==> src/design/fma_op_pkg.sv <==
package fma_op_pkg;

  // ------------------------------
  // Operation decode
  // ------------------------------
  // op_mod inverts the addend sign in every case
  typedef enum logic [1:0] {
    FMADD  = 2'd0,  // a*b+c, op_mod gives FMSUB
    FNMSUB = 2'd1,  // -(a*b)+c, op_mod gives FNMADD
    ADD    = 2'd2,  // 1.0*b+c, op_mod gives SUB
    MUL    = 2'd3   // a*b+(-0.0)
  } operation_e;

  // ------------------------------
  // Rounding modes
  // ------------------------------
  typedef enum logic [2:0] {
    RNE = 3'd0,  // Nearest, ties to even
    RTZ = 3'd1,  // Toward zero
    RDN = 3'd2,  // Toward -inf
    RUP = 3'd3,  // Toward +inf
    RMM = 3'd4   // Nearest, ties away from zero
  } roundmode_e;

  // ------------------------------
  // Status flags
  // ------------------------------
  typedef struct packed {
    logic NV;  // Invalid operation
    logic DZ;  // Divide by zero, never set by an FMA
    logic OF;  // Overflow
    logic UF;  // Underflow
    logic NX;  // Inexact
  } status_t;

  // Canonical quiet NaN
  localparam logic [15:0] QNAN = 16'h7E00;

endpackage

==> src/design/fma_fmt_pkg.sv <==
package fma_fmt_pkg;

  // ------------------------------
  // Binary16 format
  // ------------------------------
  localparam int EXP_BITS        = 5;
  localparam int MAN_BITS        = 10;
  localparam int BIAS            = 15;
  localparam int PRECISION_BITS  = MAN_BITS + 1;           // p, with implicit bit
  localparam int SUM_WIDTH       = 3 * PRECISION_BITS + 4; // Adder width, 37
  localparam int LOWER_SUM_WIDTH = 2 * PRECISION_BITS + 3; // LZC search window, 25
  localparam int LZC_WIDTH       = 5;
  localparam int EXP_WIDTH       = EXP_BITS + 2;           // Internal signed exponent
  localparam int SHAMT_WIDTH     = 6;                      // Covers shifts up to 3p+4

  typedef logic [EXP_BITS+MAN_BITS:0]  fp_word_t;
  typedef logic signed [EXP_WIDTH-1:0] exp_t;
  typedef logic [SHAMT_WIDTH-1:0]      shamt_t;
  typedef logic [PRECISION_BITS-1:0]   mant_t;
  typedef logic [SUM_WIDTH-1:0]        sum_t;

  typedef struct packed {
    logic                sign;
    logic [EXP_BITS-1:0] exponent;
    logic [MAN_BITS-1:0] mantissa;
  } fp_t;

  typedef struct packed {
    logic is_normal;
    logic is_subnormal;
    logic is_zero;
    logic is_inf;
    logic is_nan;
    logic is_signalling;  // NaN with quiet bit clear
  } fp_info_t;

  // ------------------------------
  // Pipeline payloads
  // ------------------------------
  // Stage 1 to 2
  typedef struct packed {
    logic [2*PRECISION_BITS-1:0] product;  // Raw mantissa product
    mant_t                  addend_mant;
    exp_t                   exp_product;
    exp_t                   exp_difference;   // Addend minus product
    exp_t                   tentative_exp;
    shamt_t                 addend_shamt;
    logic                   eff_sub;
    logic                   tentative_sign;   // Product sign
    fma_op_pkg::roundmode_e rnd_mode;
    fp_t                    special_result;
    fma_op_pkg::status_t    special_status;
    logic                   is_special;
  } prep_stage_t;

  // Stage 2 to 3
  typedef struct packed {
    sum_t                   sum;              // Magnitude of a*b+c
    logic                   final_sign;
    logic                   sticky_before_add;
    exp_t                   exp_difference;
    exp_t                   exp_product;
    exp_t                   tentative_exp;
    shamt_t                 addend_shamt;
    logic                   eff_sub;
    fma_op_pkg::roundmode_e rnd_mode;
    fp_t                    special_result;
    fma_op_pkg::status_t    special_status;
    logic                   is_special;
  } add_stage_t;

  // Stage 3 to 4
  typedef struct packed {
    logic [PRECISION_BITS:0] final_mant;     // Mantissa plus round bit
    exp_t                    final_exp;
    logic                    sticky;
    logic                    sign;
    fma_op_pkg::roundmode_e  rnd_mode;
    logic                    eff_sub;
    fp_t                     special_result;
    fma_op_pkg::status_t     special_status;
    logic                    is_special;
  } norm_stage_t;

endpackage

==> src/design/fma_align_add.sv <==
`timescale 1ns/1ps

module fma_align_add (
  input  logic                     clk_i,
  input  logic                     rst_n_i,
  input  fma_fmt_pkg::prep_stage_t stage_i,
  input  logic                     valid_i,
  output fma_fmt_pkg::add_stage_t  stage_o,
  output logic                     valid_o
);
  import fma_fmt_pkg::*;

  sum_t               product_shifted;     // | 0..0 | product | RS |
  sum_t               addend_after_shift;
  mant_t              addend_sticky_bits;  // Bits shifted out the bottom
  sum_t               addend_shifted;
  logic               sticky_before_add;
  logic               inject_carry;
  logic [SUM_WIDTH:0] sum_raw;             // One extra bit for the carry
  logic               sum_carry;
  sum_t               sum;
  logic               final_sign;

  assign product_shifted = sum_t'(stage_i.product) << 2;

  // Addend starts above the whole window and moves right
  assign {addend_after_shift, addend_sticky_bits} =
      {stage_i.addend_mant, {SUM_WIDTH{1'b0}}} >> stage_i.addend_shamt;
  assign sticky_before_add = |addend_sticky_bits;

  // Two's complement for subtraction, carry dropped when sticky bits were lost
  assign addend_shifted = stage_i.eff_sub ? ~addend_after_shift : addend_after_shift;
  assign inject_carry   = stage_i.eff_sub & ~sticky_before_add;

  assign sum_raw   = product_shifted + addend_shifted + inject_carry;
  assign sum_carry = sum_raw[SUM_WIDTH];

  // No carry on a subtraction means a negative sum
  assign sum = (stage_i.eff_sub && !sum_carry) ? sum_t'(-sum_raw) : sum_raw[SUM_WIDTH-1:0];
  assign final_sign = stage_i.eff_sub ? (sum_carry == stage_i.tentative_sign)  // Sign fix-up
                                      : stage_i.tentative_sign;

  always_ff @(posedge clk_i or negedge rst_n_i) begin
    if (!rst_n_i) valid_o <= 1'b0;
    else          valid_o <= valid_i;
  end

  always_ff @(posedge clk_i) begin
    stage_o <= '{sum: sum, final_sign: final_sign, sticky_before_add: sticky_before_add,
                 exp_difference: stage_i.exp_difference, exp_product: stage_i.exp_product,
                 tentative_exp: stage_i.tentative_exp, addend_shamt: stage_i.addend_shamt,
                 eff_sub: stage_i.eff_sub, rnd_mode: stage_i.rnd_mode,
                 special_result: stage_i.special_result,
                 special_status: stage_i.special_status, is_special: stage_i.is_special};
  end

endmodule

==> src/design/fma_classify.sv <==
`timescale 1ns/1ps

module fma_classify (
  input  fma_fmt_pkg::fp_word_t operand_i,
  output fma_fmt_pkg::fp_info_t info_o
);
  import fma_fmt_pkg::*;

  fp_t  value;
  logic exp_zero;   // Exponent field all zeros
  logic exp_ones;   // Exponent field all ones
  logic man_zero;
  logic is_nan;

  assign value    = operand_i;
  assign exp_zero = (value.exponent == '0);
  assign exp_ones = (value.exponent == '1);
  assign man_zero = (value.mantissa == '0);
  assign is_nan   = exp_ones && !man_zero;

  assign info_o.is_normal     = !exp_zero && !exp_ones;
  assign info_o.is_subnormal  = exp_zero && !man_zero;  // No implicit bit
  assign info_o.is_zero       = exp_zero && man_zero;
  assign info_o.is_inf        = exp_ones && man_zero;
  assign info_o.is_nan        = is_nan;
  // Quiet bit is the mantissa MSB
  assign info_o.is_signalling = is_nan && !value.mantissa[MAN_BITS-1];

endmodule

==> src/design/fma_lzc.sv <==
`timescale 1ns/1ps

module fma_lzc (
  input  logic [fma_fmt_pkg::LOWER_SUM_WIDTH-1:0] value_i,
  output logic [fma_fmt_pkg::LZC_WIDTH-1:0]       count_o,
  output logic                                    empty_o
);

  logic found;  // Leading one seen so far

  // Scan from the MSB, counting zeros until the first one
  always_comb begin
    count_o = '0;
    found   = 1'b0;
    for (int i = $bits(value_i) - 1; i >= 0; i--) begin
      if (!found && !value_i[i]) begin
        count_o = count_o + 1'b1;
      end else begin
        found = 1'b1;
      end
    end
  end

  assign empty_o = ~|value_i;  // Count is meaningless then

endmodule

==> src/design/fma_normalize.sv <==
`timescale 1ns/1ps

module fma_normalize (
  input  logic                     clk_i,
  input  logic                     rst_n_i,
  input  fma_fmt_pkg::add_stage_t  stage_i,
  input  logic                     valid_i,
  output fma_fmt_pkg::norm_stage_t stage_o,
  output logic                     valid_o
);
  import fma_fmt_pkg::*;

  logic [LZC_WIDTH-1:0]          lzc_count;
  logic                          lzc_empty;
  exp_t                          lzc_count_sgn;
  shamt_t                        norm_shamt;
  exp_t                          norm_exp, final_exp;
  logic [SUM_WIDTH:0]            sum_shifted;   // Carry bit kept for the 1-bit fix
  logic [PRECISION_BITS:0]       final_mant;    // With round bit
  logic [2*PRECISION_BITS+2:0]   sticky_bits;
  logic                          sticky;

  fma_lzc u_lzc (
    .value_i (stage_i.sum[LOWER_SUM_WIDTH-1:0]),
    .count_o (lzc_count),
    .empty_o (lzc_empty)
  );

  assign lzc_count_sgn = exp_t'({1'b0, lzc_count});

  // ------------------------------
  // Large shift
  // ------------------------------
  always_comb begin
    // Product-anchored or cancelling sums need the LZC
    if ((stage_i.exp_difference <= 0) || (stage_i.eff_sub && (stage_i.exp_difference <= 2))) begin
      if ((stage_i.exp_product - lzc_count_sgn + 1 >= 0) && !lzc_empty) begin
        norm_shamt = shamt_t'(PRECISION_BITS + 2 + lzc_count);
        norm_exp   = exp_t'(stage_i.exp_product - lzc_count_sgn + 1);
      end else begin
        norm_shamt = shamt_t'(PRECISION_BITS + 2 + stage_i.exp_product);  // Stop at emin
        norm_exp   = '0;                                                   // Subnormal
      end
    end else begin
      norm_shamt = stage_i.addend_shamt;  // Undo addend alignment
      norm_exp   = stage_i.tentative_exp;
    end
  end

  assign sum_shifted = {1'b0, stage_i.sum} << norm_shamt;

  // ------------------------------
  // Small shift
  // ------------------------------
  always_comb begin
    {final_mant, sticky_bits} = sum_shifted[SUM_WIDTH-1:0];
    final_exp                 = norm_exp;
    if (sum_shifted[SUM_WIDTH]) begin                 // Overflowed one place
      {final_mant, sticky_bits} = sum_shifted[SUM_WIDTH:1];
      final_exp                 = exp_t'(norm_exp + 1);
    end else if (!sum_shifted[SUM_WIDTH-1]) begin     // Leading zero left over
      if (norm_exp > 1) begin
        {final_mant, sticky_bits} = {sum_shifted[SUM_WIDTH-2:0], 1'b0};
        final_exp                 = exp_t'(norm_exp - 1);
      end else begin
        final_exp = '0;
      end
    end
  end

  assign sticky = (|sticky_bits) | stage_i.sticky_before_add;

  always_ff @(posedge clk_i or negedge rst_n_i) begin
    if (!rst_n_i) valid_o <= 1'b0;
    else          valid_o <= valid_i;
  end

  always_ff @(posedge clk_i) begin
    stage_o <= '{final_mant: final_mant, final_exp: final_exp, sticky: sticky,
                 sign: stage_i.final_sign, rnd_mode: stage_i.rnd_mode, eff_sub: stage_i.eff_sub,
                 special_result: stage_i.special_result,
                 special_status: stage_i.special_status, is_special: stage_i.is_special};
  end

endmodule

==> src/design/fma_operand_prep.sv <==
`timescale 1ns/1ps

module fma_operand_prep (
  input  logic                           clk_i,
  input  logic                           rst_n_i,
  input  fma_fmt_pkg::fp_word_t [2:0]    operands_i,  // A, B, C
  input  fma_op_pkg::roundmode_e         rnd_mode_i,
  input  fma_op_pkg::operation_e         op_i,
  input  logic                           op_mod_i,
  input  logic                           valid_i,
  output fma_fmt_pkg::prep_stage_t       stage_o,
  output logic                           valid_o
);
  import fma_fmt_pkg::*;
  import fma_op_pkg::*;

  fp_info_t [2:0] info_raw;
  fp_t            op_a, op_b, op_c;
  fp_info_t       info_a, info_b, info_c;

  for (genvar i = 0; i < 3; i++) begin : g_classify
    fma_classify u_classify (
      .operand_i (operands_i[i]),
      .info_o    (info_raw[i])
    );
  end

  // ------------------------------
  // Operand adjustment
  // ------------------------------
  always_comb begin
    op_a   = operands_i[0];
    op_b   = operands_i[1];
    op_c   = operands_i[2];
    info_a = info_raw[0];
    info_b = info_raw[1];
    info_c = info_raw[2];
    op_c.sign = op_c.sign ^ op_mod_i;  // FMSUB, FNMADD, SUB
    case (op_i)
      FNMSUB: op_a.sign = ~op_a.sign;  // Negate the product
      ADD: begin
        op_a   = '{sign: 1'b0, exponent: EXP_BITS'(BIAS), mantissa: '0};  // +1.0
        info_a = '{is_normal: 1'b1, default: 1'b0};
      end
      MUL: begin
        op_c   = '{sign: 1'b1, exponent: '0, mantissa: '0};  // -0.0 keeps sign of zero products
        info_c = '{is_zero: 1'b1, default: 1'b0};
      end
      default: ;  // FMADD as is
    endcase
  end

  logic eff_sub, tent_sign, any_nan, any_snan, prod_inf;

  assign tent_sign = op_a.sign ^ op_b.sign;
  assign eff_sub   = tent_sign ^ op_c.sign;  // Product and addend signs differ
  assign any_nan   = info_a.is_nan | info_b.is_nan | info_c.is_nan;
  assign any_snan  = info_a.is_signalling | info_b.is_signalling | info_c.is_signalling;
  assign prod_inf  = info_a.is_inf | info_b.is_inf;

  // ------------------------------
  // Special cases
  // ------------------------------
  fp_t     special_result;
  status_t special_status;
  logic    is_special;

  always_comb begin
    special_result = QNAN;
    special_status = '0;
    is_special     = 1'b1;
    if ((info_a.is_inf && info_b.is_zero) || (info_a.is_zero && info_b.is_inf)) begin
      special_status.NV = 1'b1;  // inf*0, even with a quiet NaN addend
    end else if (any_nan) begin
      special_status.NV = any_snan;
    end else if (prod_inf) begin
      if (info_c.is_inf && eff_sub) special_status.NV = 1'b1;  // inf-inf stays qNaN
      else special_result = '{sign: tent_sign, exponent: '1, mantissa: '0};
    end else if (info_c.is_inf) begin
      special_result = '{sign: op_c.sign, exponent: '1, mantissa: '0};
    end else begin
      is_special = 1'b0;  // Regular datapath
    end
  end

  // ------------------------------
  // Exponent path
  // ------------------------------
  exp_t   exp_a, exp_b, exp_c, exp_addend, exp_product, exp_diff, tent_exp;
  shamt_t addend_shamt;

  assign exp_a = exp_t'({1'b0, op_a.exponent});
  assign exp_b = exp_t'({1'b0, op_b.exponent});
  assign exp_c = exp_t'({1'b0, op_c.exponent});
  assign exp_addend  = exp_c + exp_t'(!info_c.is_normal);  // Subnormals sit at exponent 1
  assign exp_product = (info_a.is_zero || info_b.is_zero) ? exp_t'(2 - BIAS)  // Minimum exp
                     : exp_t'(exp_a + exp_t'(info_a.is_subnormal) + exp_b
                              + exp_t'(info_b.is_subnormal) - BIAS);
  assign exp_diff = exp_addend - exp_product;
  assign tent_exp = (exp_diff > 0) ? exp_addend : exp_product;

  always_comb begin
    if (exp_diff <= -2 * PRECISION_BITS - 1)
      addend_shamt = shamt_t'(3 * PRECISION_BITS + 4);  // Addend only reaches sticky
    else if (exp_diff <= PRECISION_BITS + 2)
      addend_shamt = shamt_t'(PRECISION_BITS + 3 - exp_diff);
    else
      addend_shamt = '0;  // Product only reaches sticky
  end

  // ------------------------------
  // Product and register
  // ------------------------------
  mant_t                       mant_a, mant_b, mant_c;
  logic [2*PRECISION_BITS-1:0] product;

  assign mant_a  = {info_a.is_normal, op_a.mantissa};
  assign mant_b  = {info_b.is_normal, op_b.mantissa};
  assign mant_c  = {info_c.is_normal, op_c.mantissa};
  assign product = mant_a * mant_b;

  always_ff @(posedge clk_i or negedge rst_n_i) begin
    if (!rst_n_i) valid_o <= 1'b0;
    else          valid_o <= valid_i;
  end

  always_ff @(posedge clk_i) begin
    stage_o <= '{product: product, addend_mant: mant_c, exp_product: exp_product,
                 exp_difference: exp_diff, tentative_exp: tent_exp,
                 addend_shamt: addend_shamt, eff_sub: eff_sub, tentative_sign: tent_sign,
                 rnd_mode: rnd_mode_i, special_result: special_result,
                 special_status: special_status, is_special: is_special};
  end

endmodule

==> src/design/fma_round.sv <==
`timescale 1ns/1ps

module fma_round (
  input  fma_fmt_pkg::norm_stage_t stage_i,
  input  logic                     valid_i,
  output fma_fmt_pkg::fp_word_t    result_o,
  output fma_op_pkg::status_t      status_o,
  output logic                     valid_o
);
  import fma_fmt_pkg::*;
  import fma_op_pkg::*;

  logic                         of_before, of_after, uf_after;
  logic [EXP_BITS-1:0]          pre_exp;
  logic [MAN_BITS-1:0]          pre_man;
  logic [EXP_BITS+MAN_BITS-1:0] pre_abs, rounded_abs;
  logic [1:0]                   rs_bits;        // Round and sticky
  logic                         round_up;
  logic                         exact_zero;
  logic                         rounded_sign;
  status_t                      regular_status;

  // ------------------------------
  // Pre-round assembly
  // ------------------------------
  assign of_before = stage_i.final_exp >= 2 ** EXP_BITS - 1;
  // Saturate to largest finite, RS forced so rounding decides inf or not
  assign pre_exp = of_before ? EXP_BITS'(2 ** EXP_BITS - 2) : stage_i.final_exp[EXP_BITS-1:0];
  assign pre_man = of_before ? '1 : stage_i.final_mant[MAN_BITS:1];
  assign pre_abs = {pre_exp, pre_man};
  assign rs_bits = of_before ? 2'b11 : {stage_i.final_mant[0], stage_i.sticky};

  always_comb begin
    case (stage_i.rnd_mode)
      RNE:     round_up = rs_bits[1] & (rs_bits[0] | pre_abs[0]);  // Ties to even
      RTZ:     round_up = 1'b0;
      RDN:     round_up = (|rs_bits) & stage_i.sign;
      RUP:     round_up = (|rs_bits) & ~stage_i.sign;
      RMM:     round_up = rs_bits[1];
      default: round_up = 1'b0;
    endcase
  end

  // Carry into the exponent is the correct renormalization
  assign rounded_abs = pre_abs + round_up;
  assign exact_zero  = (pre_abs == '0) && (rs_bits == 2'b00);
  // Exact cancellation is +0, -0 only under RDN
  assign rounded_sign = (exact_zero && stage_i.eff_sub) ? (stage_i.rnd_mode == RDN)
                                                        : stage_i.sign;

  // ------------------------------
  // Flags and selection
  // ------------------------------
  assign uf_after = (rounded_abs[EXP_BITS+MAN_BITS-1:MAN_BITS] == '0);
  assign of_after = (rounded_abs[EXP_BITS+MAN_BITS-1:MAN_BITS] == '1);

  assign regular_status.NV = 1'b0;
  assign regular_status.DZ = 1'b0;
  assign regular_status.OF = of_before | of_after;
  assign regular_status.NX = (|rs_bits) | of_before | of_after;
  assign regular_status.UF = uf_after & regular_status.NX;  // Tininess after rounding

  assign result_o = stage_i.is_special ? stage_i.special_result : {rounded_sign, rounded_abs};
  assign status_o = stage_i.is_special ? stage_i.special_status : regular_status;
  assign valid_o  = valid_i;

endmodule

==> src/design/fma_top.sv <==
`timescale 1ns/1ps

module fma_top (
  input  logic                        clk_i,
  input  logic                        rst_n_i,
  input  fma_fmt_pkg::fp_word_t [2:0] operands_i,
  input  fma_op_pkg::roundmode_e      rnd_mode_i,
  input  fma_op_pkg::operation_e      op_i,
  input  logic                        op_mod_i,
  input  logic                        in_valid_i,
  output fma_fmt_pkg::fp_word_t       result_o,
  output fma_op_pkg::status_t         status_o,
  output logic                        out_valid_o
);
  import fma_fmt_pkg::*;

  prep_stage_t stage_1;
  add_stage_t  stage_2;
  norm_stage_t stage_3;
  logic        valid_1, valid_2, valid_3;

  fma_operand_prep u_prep (  // Decode, specials, product
    .clk_i, .rst_n_i, .operands_i, .rnd_mode_i, .op_i, .op_mod_i,
    .valid_i (in_valid_i),
    .stage_o (stage_1),
    .valid_o (valid_1)
  );

  fma_align_add u_add (  // Alignment and wide add
    .clk_i, .rst_n_i,
    .stage_i (stage_1), .valid_i (valid_1),
    .stage_o (stage_2), .valid_o (valid_2)
  );

  fma_normalize u_norm (
    .clk_i, .rst_n_i,
    .stage_i (stage_2), .valid_i (valid_2),
    .stage_o (stage_3), .valid_o (valid_3)
  );

  fma_round u_round (  // Combinational to the outputs
    .stage_i  (stage_3),
    .valid_i  (valid_3),
    .result_o,
    .status_o,
    .valid_o  (out_valid_o)
  );

endmodule

==> config.mk <==
export PLATFORM = sky130hd
export DESIGN_NAME = fma_top
export DESIGN_NICKNAME = d
export VERILOG_FILES = /design/src/design/fma_op_pkg.sv /design/src/design/fma_fmt_pkg.sv /design/src/design/fma_align_add.sv /design/src/design/fma_classify.sv /design/src/design/fma_lzc.sv /design/src/design/fma_normalize.sv /design/src/design/fma_operand_prep.sv /design/src/design/fma_round.sv /design/src/design/fma_top.sv
export SDC_FILE = /design/constraint.sdc
export NUM_CORES = 1
export LEC_CHECK = 0
export BUFFER_PORTS_ARGS = -buffer_cell sky130_fd_sc_hd__buf_2
export CORE_MARGIN = 4
export CORE_UTILIZATION = 35
export DETAILED_ROUTE_END_ITERATION = 8
export GPL_TIMING_DRIVEN = 0
export PLACE_DENSITY = 0.47
export SLEW_MARGIN = 20
export SYNTH_ARGS = -nofsm -noshare
export SYNTH_HDL_FRONTEND = slang
export SYNTH_SLANG_ARGS = --single-unit
==> constraint.sdc <==
create_clock -name clk_i -period 44.3 [get_ports clk_i]
set_input_delay 4.43 -clock clk_i [delete_from_list [all_inputs] [get_ports clk_i]]
set_output_delay 4.43 -clock clk_i [all_outputs]
set_load 0.1 [all_outputs]
After elaboration in Yosys (flattened, before gate mapping)
Cells that the tools add are included.
Widths: inputs -> output; s select.
- add/sub/neg operators: 41
- multiply operators: 1
- div/mod/pow operators: 0
- order comparisons: 8
- eq/ne operators: 11
- shifts and indexed selects: 2
- mux-type cells: 87
- bitwise logic cells: 23
- reduce and logical (&&, ||, !) cells: 132
- operators by type and width (cell ; number):
    $mux 5 ; 25
    $add 5x1->5 const B ; 23
    $mux 16 ; 5
    $mux 25 ; 3
    $mux 37 ; 2
    $logic_not 1->1 ; 62
    $logic_and 1x1->1 ; 50
    $reduce_or 25->1 ; 2
    $mux 7 ; 7
    $shr 48x6->48 ; 1
    $add 24x37->38 ; 1
    $add 38x1->38 ; 1
    $shl 37x6->38 ; 1
    $neg 37->37 ; 1
    $not 37->37 ; 1
    $mux 11 ; 3
    $add 32x2->32 const B ; 1
    $ge 32x1->1 const B ; 1
    $mux 1 ; 31
    $logic_not 10->1 ; 3
    $mux 6 ; 5
    $mul 11x11->22 ; 1
    $eq 5x5->1 const B ; 4
    $logic_not 5->1 ; 4
    other kinds (41) ; 67
- register bits: 216
- bits in latches: 0
- bits in writable memories: 0
- bits in read-only memories: 0
- input port bits: 57
- output and inout port bits: 22
- word-level logic and storage cells: 349
- memories: 0

Logic depth before layout (Yosys ltp)
Gate-level depths: netlist of run 1.
- word-level depth: 84
- gate-level depth with buffers: 107
- gate-level depth less buffers: 103

Hierarchy
From an unflattened synthesis of run 1, not the netlist that was laid out.
- cells, all modules: 2981
- area, all modules: 24064.3 um^2
- modules (own cells, without submodules) (module ; times used ; cells an instance ; area each (um^2) ; sequential area each (um^2)):
    fma_operand_prep ; 1 ; 792 ; 7205.7 ; 1406.3
    fma_normalize ; 1 ; 854 ; 6616.3 ; 965.9
    fma_align_add ; 1 ; 751 ; 6358.6 ; 1866.8
    fma_lzc ; 1 ; 385 ; 2643.8 ; 0.0
    fma_round ; 1 ; 145 ; 950.9 ; 0.0
    fma_classify ; 3 ; 18 ; 96.3 ; 0.0

Least setup slack after synthesis of run 1
Ideal clock, no wire load.
- path kind: reg-to-reg
- start point: register u_add.stage_o[77] in the netlist's numbering
- end point: register u_norm.stage_o[27] in the netlist's numbering
- library setup time: 0.138 ns
- arrival time: 18.885 ns
- required time: 44.162 ns
- path slack: 25.278 ns
- stages on the path, launching flop included: 100
- path buffers: 4
- period minus slack after synthesis: 19.022 ns
- cell sequence: dfxtp_1 -> clkbuf_1 -> a21oi_1 -> ha_1 -> o31a_1 -> ha_1 -> inv_1 -> o21ai_0 -> ha_1 -> mux2i_1 -> o21ai_0 -> ha_1 -> mux2_2 -> ha_1 -> mux2i_1 -> mux2_2 -> o21ai_0 -> ha_1 -> [64 not listed] -> nand2b_1 -> a21o_1 -> a21oi_1 -> xnor2_1 -> or3_1 -> ha_1 -> o21ai_0 -> nand2_1 -> o22ai_1 -> clkbuf_1 -> buf_1 -> clkbuf_1 -> mux4_2 -> a2111oi_0 -> o2111ai_1 -> or4_1 -> a221oi_1 -> a32oi_1
- cells in the longest elaborated chain, start to end: 81
- elaborated cells between the ends (all ways): 130
- classes of those cells: add/sub (25); order compare (2); shift (1); mux (52); bitwise (1); reduce/logical (49)
- RTL lines (item ; line ; RTL):
    from (decl) ; fma_align_add.sv:8 ; output fma_fmt_pkg::add_stage_t stage_o,
    from (signal assigned) ; fma_align_add.sv:49 ; stage_o <= '{sum: sum, final_sign: final_sign, sticky_before_add: sticky_before_add,
    branches (longest 78 deep; another with $add 5x1->5) ; - ;
    $mux 25 * ; fma_normalize.sv:58 ; if (sum_shifted[SUM_WIDTH]) begin
    $reduce_or 25->1 * ; fma_normalize.sv:71 ; assign sticky = (|sticky_bits) | stage_i.sticky_before_add;
    $or 1x1->1 * ; fma_normalize.sv:71 ;
    via u_norm.sticky ; fma_normalize.sv:21 ; logic sticky;
    to (signal assigned) ; fma_normalize.sv:79 ; stage_o <= '{final_mant: final_mant, final_exp: final_exp, sticky: sticky,
    to (decl) ; fma_normalize.sv:8 ; output fma_fmt_pkg::norm_stage_t stage_o,
Mark *: on every way through the listed nets, which the timed path passes.
A chain may end at the register's enable or synchronous reset.

Worst setup path in the final report of run 1
Ends and elaborated chain as after synthesis.

==> results of run 1 <==
## metal layers
| layer | track usage [%] | part of all wire [%] | routed length (um) |
|---|---|---|---|
| met3 | 2.04 | 3.5 | 2050 |
| met2 | 32.8 | 47 | 27200 |
| met5 | 0 | 0 | 0 |
| met1 | 25.9 | 47 | 27100 |
| met4 | 5.70 | 2.8 | 1600 |
## worst max-delay path by stage
stage                                    startpoint                          to  slack [ps]
after floorplan           u_add.stage_o[77]$_DFF_P_  u_norm.stage_o[27]$_DFF_P_       25280
after global placement    u_add.stage_o[77]$_DFF_P_  u_norm.stage_o[27]$_DFF_P_       21480
after detailed placement  u_add.stage_o[77]$_DFF_P_  u_norm.stage_o[27]$_DFF_P_       21180
after CTS                 u_add.stage_o[77]$_DFF_P_  u_norm.stage_o[27]$_DFF_P_       21060
after global routing      u_add.stage_o[77]$_DFF_P_  u_norm.stage_o[27]$_DFF_P_       19310
final                     u_add.stage_o[77]$_DFF_P_  u_norm.stage_o[27]$_DFF_P_       21060
## per-stage QoR
step | hold WS, ps | cell area, um2 | cells | util [%]
global route | 334 | 21400 | 3333 | 38.9
floorplan | 310 | 19400 | 2475 | -
CTS | 329 | 21400 | 3333 | 38.8
global placement | 310 | 20700 | 3300 | 37.7
detailed placement | 312 | 20700 | 3301 | 37.7
finish | 325 | 21400 | 3334 | 38.9
## placed cells by master, fill, tap and decap left out, types with 13 or more instances in the layout
cell       synthesis  final
a21oi_1          135    135
mux2_2            43     43
inv_1            185    185
nand4_1           21     21
clkbuf_16          0     17
and2_1            61     61
a21boi_0          13     13
xor2_1            69     69
a211oi_1          16     16
nand2_1          265    265
o21a_1            13     13
a31oi_1           24     24
clkbuf_1          95     95
buf_2              8     85
nor3_1            51     51
or3_1             25     25
nand2b_1          23     23
o22ai_1           15     15
o21ai_0          129    128
xnor2_1          117    117
nor4_1            28     28
mux2i_1          100    100
nor2b_1           61     61
dfxtp_1          171    171
o31ai_1           19     17
nand3_1           76     76
nor2_1           213    213
and3_1            25     25
a21o_1            25     25
or2_2             16     16
fa_1              83     83
ha_1             148    148
## critical path: cells and delay by family (launching register included)
kind,cells,cell delay (ps)
multiplexers,15,2880
adder cells (fa/ha/maj),24,7440
AND/OR/NAND/NOR,22,2920
flip-flops,1,310
AO/OA/AOI/OAI,27,5650
buffers and inverters,9,2810
XOR/XNOR,4,1090
## final cells by class
cell class | count | area [um2] | share of cell area (%)
Inverter | 189 | 709 | 3.32
Timing Repair Buffer | 78 | 393 | 1.84
Multi-Input combinational cell | 1995 | 14700 | 69.0
Antenna cell | 1 | 2.50 | 0.0117
Clock buffer | 17 | 425 | 1.99
Clock inverter | 15 | 189 | 0.884
Buffer | 117 | 475 | 2.23
Sequential cell | 174 | 3500 | 16.4
Tap cell | 748 | 936 | 4.38
## state kept, by name, summed over array words and instances, names as in the netlist
register,flops
u_norm.stage_o,28
u_prep.stage_o,69
u_add.stage_o,74
u_prep.valid_o,1
u_norm.valid_o,1
u_add.valid_o,1
## logic make-up (layout without fill, tap and decap cells)
logic type / after synthesis / in the layout
and+or+nand+nor: 915 / 915
AOI/OAI and AO/OA: 495 / 495
buffers and inverters: 306 / 416
adders and majority gates: 236 / 236
xor gates and xnor gates: 197 / 197
DFF: 174 / 174
muxes: 151 / 151
other: 1 / 2
==> metrics.cfg, run 1 <==
[critical_path]
path_class=reg2reg
critPathLaunchType=register
cp.arrival_ps=23530
rrSetupSlack_ps=21060
ff2ff_path_depth=101
slowest_delay_ps=770
required_ps=44590
r2r_start=u_add.stage_o[77]$_DFF_P_
crit_path_max_fanout=10
end_kind=register
cpMostUsedCell=ha_1
cpMaxStageDelayCell=a2111oi_0
r2r-end=u_norm.stage_o[27]$_DFF_P_

[timing]
worst_slew_pin_slew_ps=902
finalHoldViolCount=0
slew-limit-headroom_pct=39.3
rsz0062_at_grt=false
fmax_mhz=43.0
finalCriticalPeriod_ps=23240
final_max_slew_viol_count=0
final-setup-viol-count=0
fin_crit_sh_pct=52.5
tns_ps=0
fin_skew_ps=17.6
fin_ws_ps=21060

[synth]
async_reset_ff_share_pct=1.72
yosys-top-cells-count=nand2_1 (265), nor2_1 (213), inv_1 (185)
syn_nets=2763
syn_inst=2475
ys_seq_elements=174
yosys.area_share.adder_pct=18.4
yosysTopAreaCellShare_pct=17.6
yosys.area_share.simple_pct=23.2
yosysMostFrequentCell=nand2_1
syn_avg_cell_area_um2=7.84
netlist_area_mm2=0.0194
synth.area.mux_share_pct=8.50
ys_types=101
synth_warnings=0
synth_top_family_by_area=simple AND/OR/NAND/NOR gates
yosysSeqAreaShare_pct=18.0
synth_edf_count=0
synthXorXnorAreaFrac_pct=9.57
synth-compound-area-share_pct=16.2
synth_top_area_cell=dfxtp_1
ys.flop_type=dfxtp_1
yosys-top-cells-area=dfxtp_1 (18%), ha_1 (9.5%), fa_1 (8.6%), xnor2_1 (5.3%), mux2i_1 (5.2%)

[route]
firstDrtPassIters=5
via_per_inst=5.31
postRouteAntennaNets=0
routedWlPerCell_um=17.4
drc=0
num_vias=17700
initialDrtViolationCount=980
drt-total-wl_um=58000

[grt]
overflow=0
first_global_vias=17500
grt_max_degree=21
grt.total_usage_pct=19.3
antenna_found_initial=0
grt_pass1_wl_um=93500

[clock_network]
cts_resized=0
clock_latency_ps=450
numClockSinks=174
postCtsSetupBuffers=0
cts_tree=built
cts_max_level=4
cts_made_buffers=17
clockBufferDepth=2
postCtsHoldBufs=0
clock-root-buffer=clkbuf_16
clk_pin_slew_ps=80

[hold_path]
hp-class=reg2reg
min_to=u_add.stage_o[47]$_DFF_P_
holdPathStages=0
worstHoldStart=u_prep.stage_o[41]$_DFF_P_

[floorplan]
rows=86
core_mm2=0.0550
die_y_um=243
dieArea_mm2=0.0593
start_util_pct=35.3
ioPinCount=79
die_w_um=243

[cells_and_area]
area_growth_pct=10.1
fill_cells=5770
fin_nets=2860
drive_gt1_share_pct=8.94

[run_status]
status=complete, no violations

[job]
maxCapViolations=0

[placement]
gp_congestion=0.916
hpwlAfterDp_um=48500
pre_cts_slack_ps=21180
port_buffers=77

Power of run 1 is not shown: default switching activity piles up to over one toggle a cycle in this logic, so the estimate is an artifact.
==> run 2, diff against run 1 <==
- ABC_AREA: default -> 1
- clock period: 44.3 -> 22.5 ns (I/O delays scaled with it)
==> run 2 against run 1 <==
  * Worst setup slack worse by 15000 ps
  * Critical path type unchanged
  * Hold slack about the same
  * Die area down 5.0%
  * Clock skew down 2.0 ps
  * Flip-flop and latch count unchanged
  * Wire length down 12%
  * Area after synthesis down 5.1%
  * Via count down 4.3%
  * Non-clock buffer count down 50
  * Fmax up 40%
  * Utilization up 0.30 points
  * First-iteration DRC count down 4.9%
==> metrics.cfg, run 2 <==
[floorplan]
die_w_um=237  ; was 243 um
start_util_pct=35.6  ; was 35.3%
ioPinCount=79  ; unchanged
core_mm2=0.0517  ; was 0.0550 mm2
dieArea_mm2=0.0563  ; was 0.0593 mm2
die_y_um=237  ; was 243 um
rows=83  ; was 86

[clock_network]
cts_tree=built  ; unchanged
numClockSinks=174  ; unchanged
clockBufferDepth=2  ; unchanged
clock-root-buffer=clkbuf_16  ; unchanged
postCtsHoldBufs=0  ; unchanged
cts_made_buffers=17  ; unchanged
clock_latency_ps=450  ; about the same
clk_pin_slew_ps=70  ; was 80 ps
postCtsSetupBuffers=0  ; unchanged
cts_max_level=4  ; unchanged
cts_resized=0  ; unchanged

[timing]
worst_slew_pin_slew_ps=897  ; was 902 ps
fmax_mhz=60.1  ; was 43.0 MHz
final-setup-viol-count=0  ; unchanged
tns_ps=0  ; unchanged
slew-limit-headroom_pct=39.7  ; was 39.3%
finalHoldViolCount=0  ; unchanged
fin_crit_sh_pct=73.9  ; was 52.5%
fin_skew_ps=15.6  ; was 17.6 ps
finalCriticalPeriod_ps=16630  ; was 23240 ps
rsz0062_at_grt=false  ; unchanged
final_max_slew_viol_count=0  ; unchanged

[hold_path]
min_to=u_add.stage_o[51]$_DFF_P_  ; was u_add.stage_o[47]$_DFF_P_
holdPathStages=0  ; unchanged
hp-class=reg2reg  ; unchanged
worstHoldStart=u_prep.stage_o[45]$_DFF_P_  ; was u_prep.stage_o[41]$_DFF_P_

[synth]
syn_nets=3072  ; was 2763
yosysTopAreaCellShare_pct=18.6  ; was 17.6%
syn_inst=2784  ; was 2475
yosys-top-cells-area=dfxtp_1 (19%), nand2_1 (14%), ha_1 (10%), inv_1 (9.1%), fa_1 (9.0%)  ; was dfxtp_1 (18%), ha_1 (9.5%), fa_1 (8.6%), xnor2_1 (5.3%), mux2i_1 (5.2%)
synth_top_area_cell=dfxtp_1  ; unchanged
ys_types=65  ; was 101
syn_avg_cell_area_um2=6.61  ; was 7.84 um2
netlist_area_mm2=0.0184  ; was 0.0194 mm2
ys.flop_type=dfxtp_1  ; unchanged
synth_edf_count=0  ; unchanged
async_reset_ff_share_pct=1.72  ; unchanged
synth_warnings=0  ; unchanged
yosysSeqAreaShare_pct=19.0  ; was 18.0%
yosys-top-cells-count=nand2_1 (678), inv_1 (447), nor2_1 (294)  ; was nand2_1 (265), nor2_1 (213), inv_1 (185)
yosysMostFrequentCell=nand2_1  ; unchanged
ys_seq_elements=174  ; unchanged

[critical_path]
cpMostUsedCell=nand2_1  ; was ha_1
rrSetupSlack_ps=5870  ; was 21060 ps
critPathLaunchType=register  ; unchanged
required_ps=22850  ; was 44590 ps
path_class=reg2reg  ; unchanged
slowest_delay_ps=670  ; was 770 ps
r2r-end=u_norm.stage_o[35]$_DFF_P_  ; was u_norm.stage_o[27]$_DFF_P_
end_kind=register  ; unchanged
cpMaxStageDelayCell=a221oi_1  ; was a2111oi_0
ff2ff_path_depth=97  ; was 101
cp.arrival_ps=16980  ; was 23530 ps
r2r_start=u_add.stage_o[78]$_DFF_P_  ; was u_add.stage_o[77]$_DFF_P_
crit_path_max_fanout=10  ; unchanged

[grt]
grt.met2_usage_pct=30.6  ; was 32.8%
gr-usage-met1_pct=24.7  ; was 25.9%
grt_util_met3_pct=1.80  ; was 2.04%
overflow=0  ; unchanged
antenna_found_initial=0  ; unchanged
grt.total_usage_pct=18.1  ; was 19.3%
first_global_vias=16600  ; was 17500
grt_max_degree=21  ; unchanged
busiest_layer=met2  ; unchanged
grt_pass1_wl_um=83700  ; was 93500 um

[cells_and_area]
seq_area_mm2=0.00350  ; unchanged
area_growth_pct=10.0  ; was 10.1%
fin_nets=3167  ; was 2860
fill_cells=5637  ; was 5770
multiInputGateArea_mm2=0.0127  ; was 0.0147 mm2
top_register=u_add.stage_o  ; unchanged
drive_gt1_share_pct=8.09  ; was 8.94%
final_common_cell=nand2_1  ; unchanged
antenna_cells=0  ; was 1
mostFrequentLayoutCells=nand2_1 (678), inv_1 (447), nor2_1 (294)  ; was nand2_1 (265), nor2_1 (213), inv_1 (185)
largest_reg_flops=74  ; unchanged
reg.largest.list=u_add.stage_o x74, u_prep.stage_o x69, u_norm.stage_o x28  ; unchanged

[route]
initialDrtViolationCount=932  ; was 980
postRouteAntennaNets=0  ; unchanged
num_vias=16900  ; was 17700
firstDrtPassIters=5  ; unchanged
drc=0  ; unchanged
drt-total-wl_um=51100  ; was 58000 um
routedWlPerCell_um=14.3  ; was 17.4 um
via_per_inst=4.74  ; was 5.31

[placement]
hpwlAfterDp_um=44000  ; was 48500 um
port_buffers=76  ; was 77
gp_congestion=0.886  ; was 0.916

[job]
maxCapViolations=0  ; unchanged

[run_status]
status=complete, no violations  ; unchanged

run 2: worst max-delay path, delay by kind of cell, from the launching register on:
kind	cells	cell delay, ps
buffers and inverters	17	1470
DFF	1	420
adders and majority gates	24	6520
xor gates and xnor gates	1	190
and+or+nand+nor	46	5500
AOI/OAI and AO/OA	9	2400
run 2: worst max-delay path by stage:
stage | startpoint | endpoint | cells after the start
after CTS | u_add.stage_o[78]$_DFF_P_ | u_norm.stage_o[27]$_DFF_P_ | 105
after global placement | u_add.stage_o[78]$_DFF_P_ | u_norm.stage_o[27]$_DFF_P_ | 105
after floorplan | u_add.stage_o[78]$_DFF_P_ | u_norm.stage_o[27]$_DFF_P_ | 107
after detailed placement | u_add.stage_o[78]$_DFF_P_ | u_norm.stage_o[27]$_DFF_P_ | 105
final | u_add.stage_o[78]$_DFF_P_ | u_norm.stage_o[35]$_DFF_P_ | 97
after global routing | u_add.stage_o[78]$_DFF_P_ | u_norm.stage_o[27]$_DFF_P_ | 108
run 2: metal layers:
layer / part of all wire, % / vias up
li1: - / 8932
met1: 49 / 7654
met2: 46 / 289
met3: 2.7 / 54
met4: 2.2 / 0
met5: 0 / -
run 2: cells by family (layout without fill, tap and decap cells):
kind of cell / count (synthesis) / count (layout) / share of synthesized area [%]
mux: 13 / 13 / 0.707
buf+inv: 554 / 662 / 11.9
flops: 174 / 174 / 19.0
other cells: 1 / 1 / 0.0204
xor+xnor: 172 / 172 / 8.18
simple gates: 1314 / 1314 / 31.2
fa+ha+maj: 231 / 231 / 19.1
compound gates: 325 / 325 / 9.93
run 2: cell type report:
| cell class | instances | share of cell area, % |
|---|---|---|
| sequential | 174 | 17.3 |
| buffer | 69 | 1.82 |
| clock inverter | 15 | 0.921 |
| inverter | 485 | 9.00 |
| clock buffer | 17 | 2.10 |
| multi-input combinational | 2056 | 62.8 |
| timing repair buffer | 76 | 1.88 |
| tap | 680 | 4.20 |
run 2: stage by stage:
step	utilization [%]	hold slack (ps)	setup slack, ps	instance area (um2)	std cells
final	39.2	325	5870	20200	3572
after global routing	39.2	325	4370	20200	3572
after CTS	39.2	324	5740	20200	3572
after detailed placement	38.0	312	5780	19600	3540
after global placement	38.0	310	5890	19600	3540
after floorplan	-	310	7770	18400	2784
Power of run 2 is left out for the same reason.
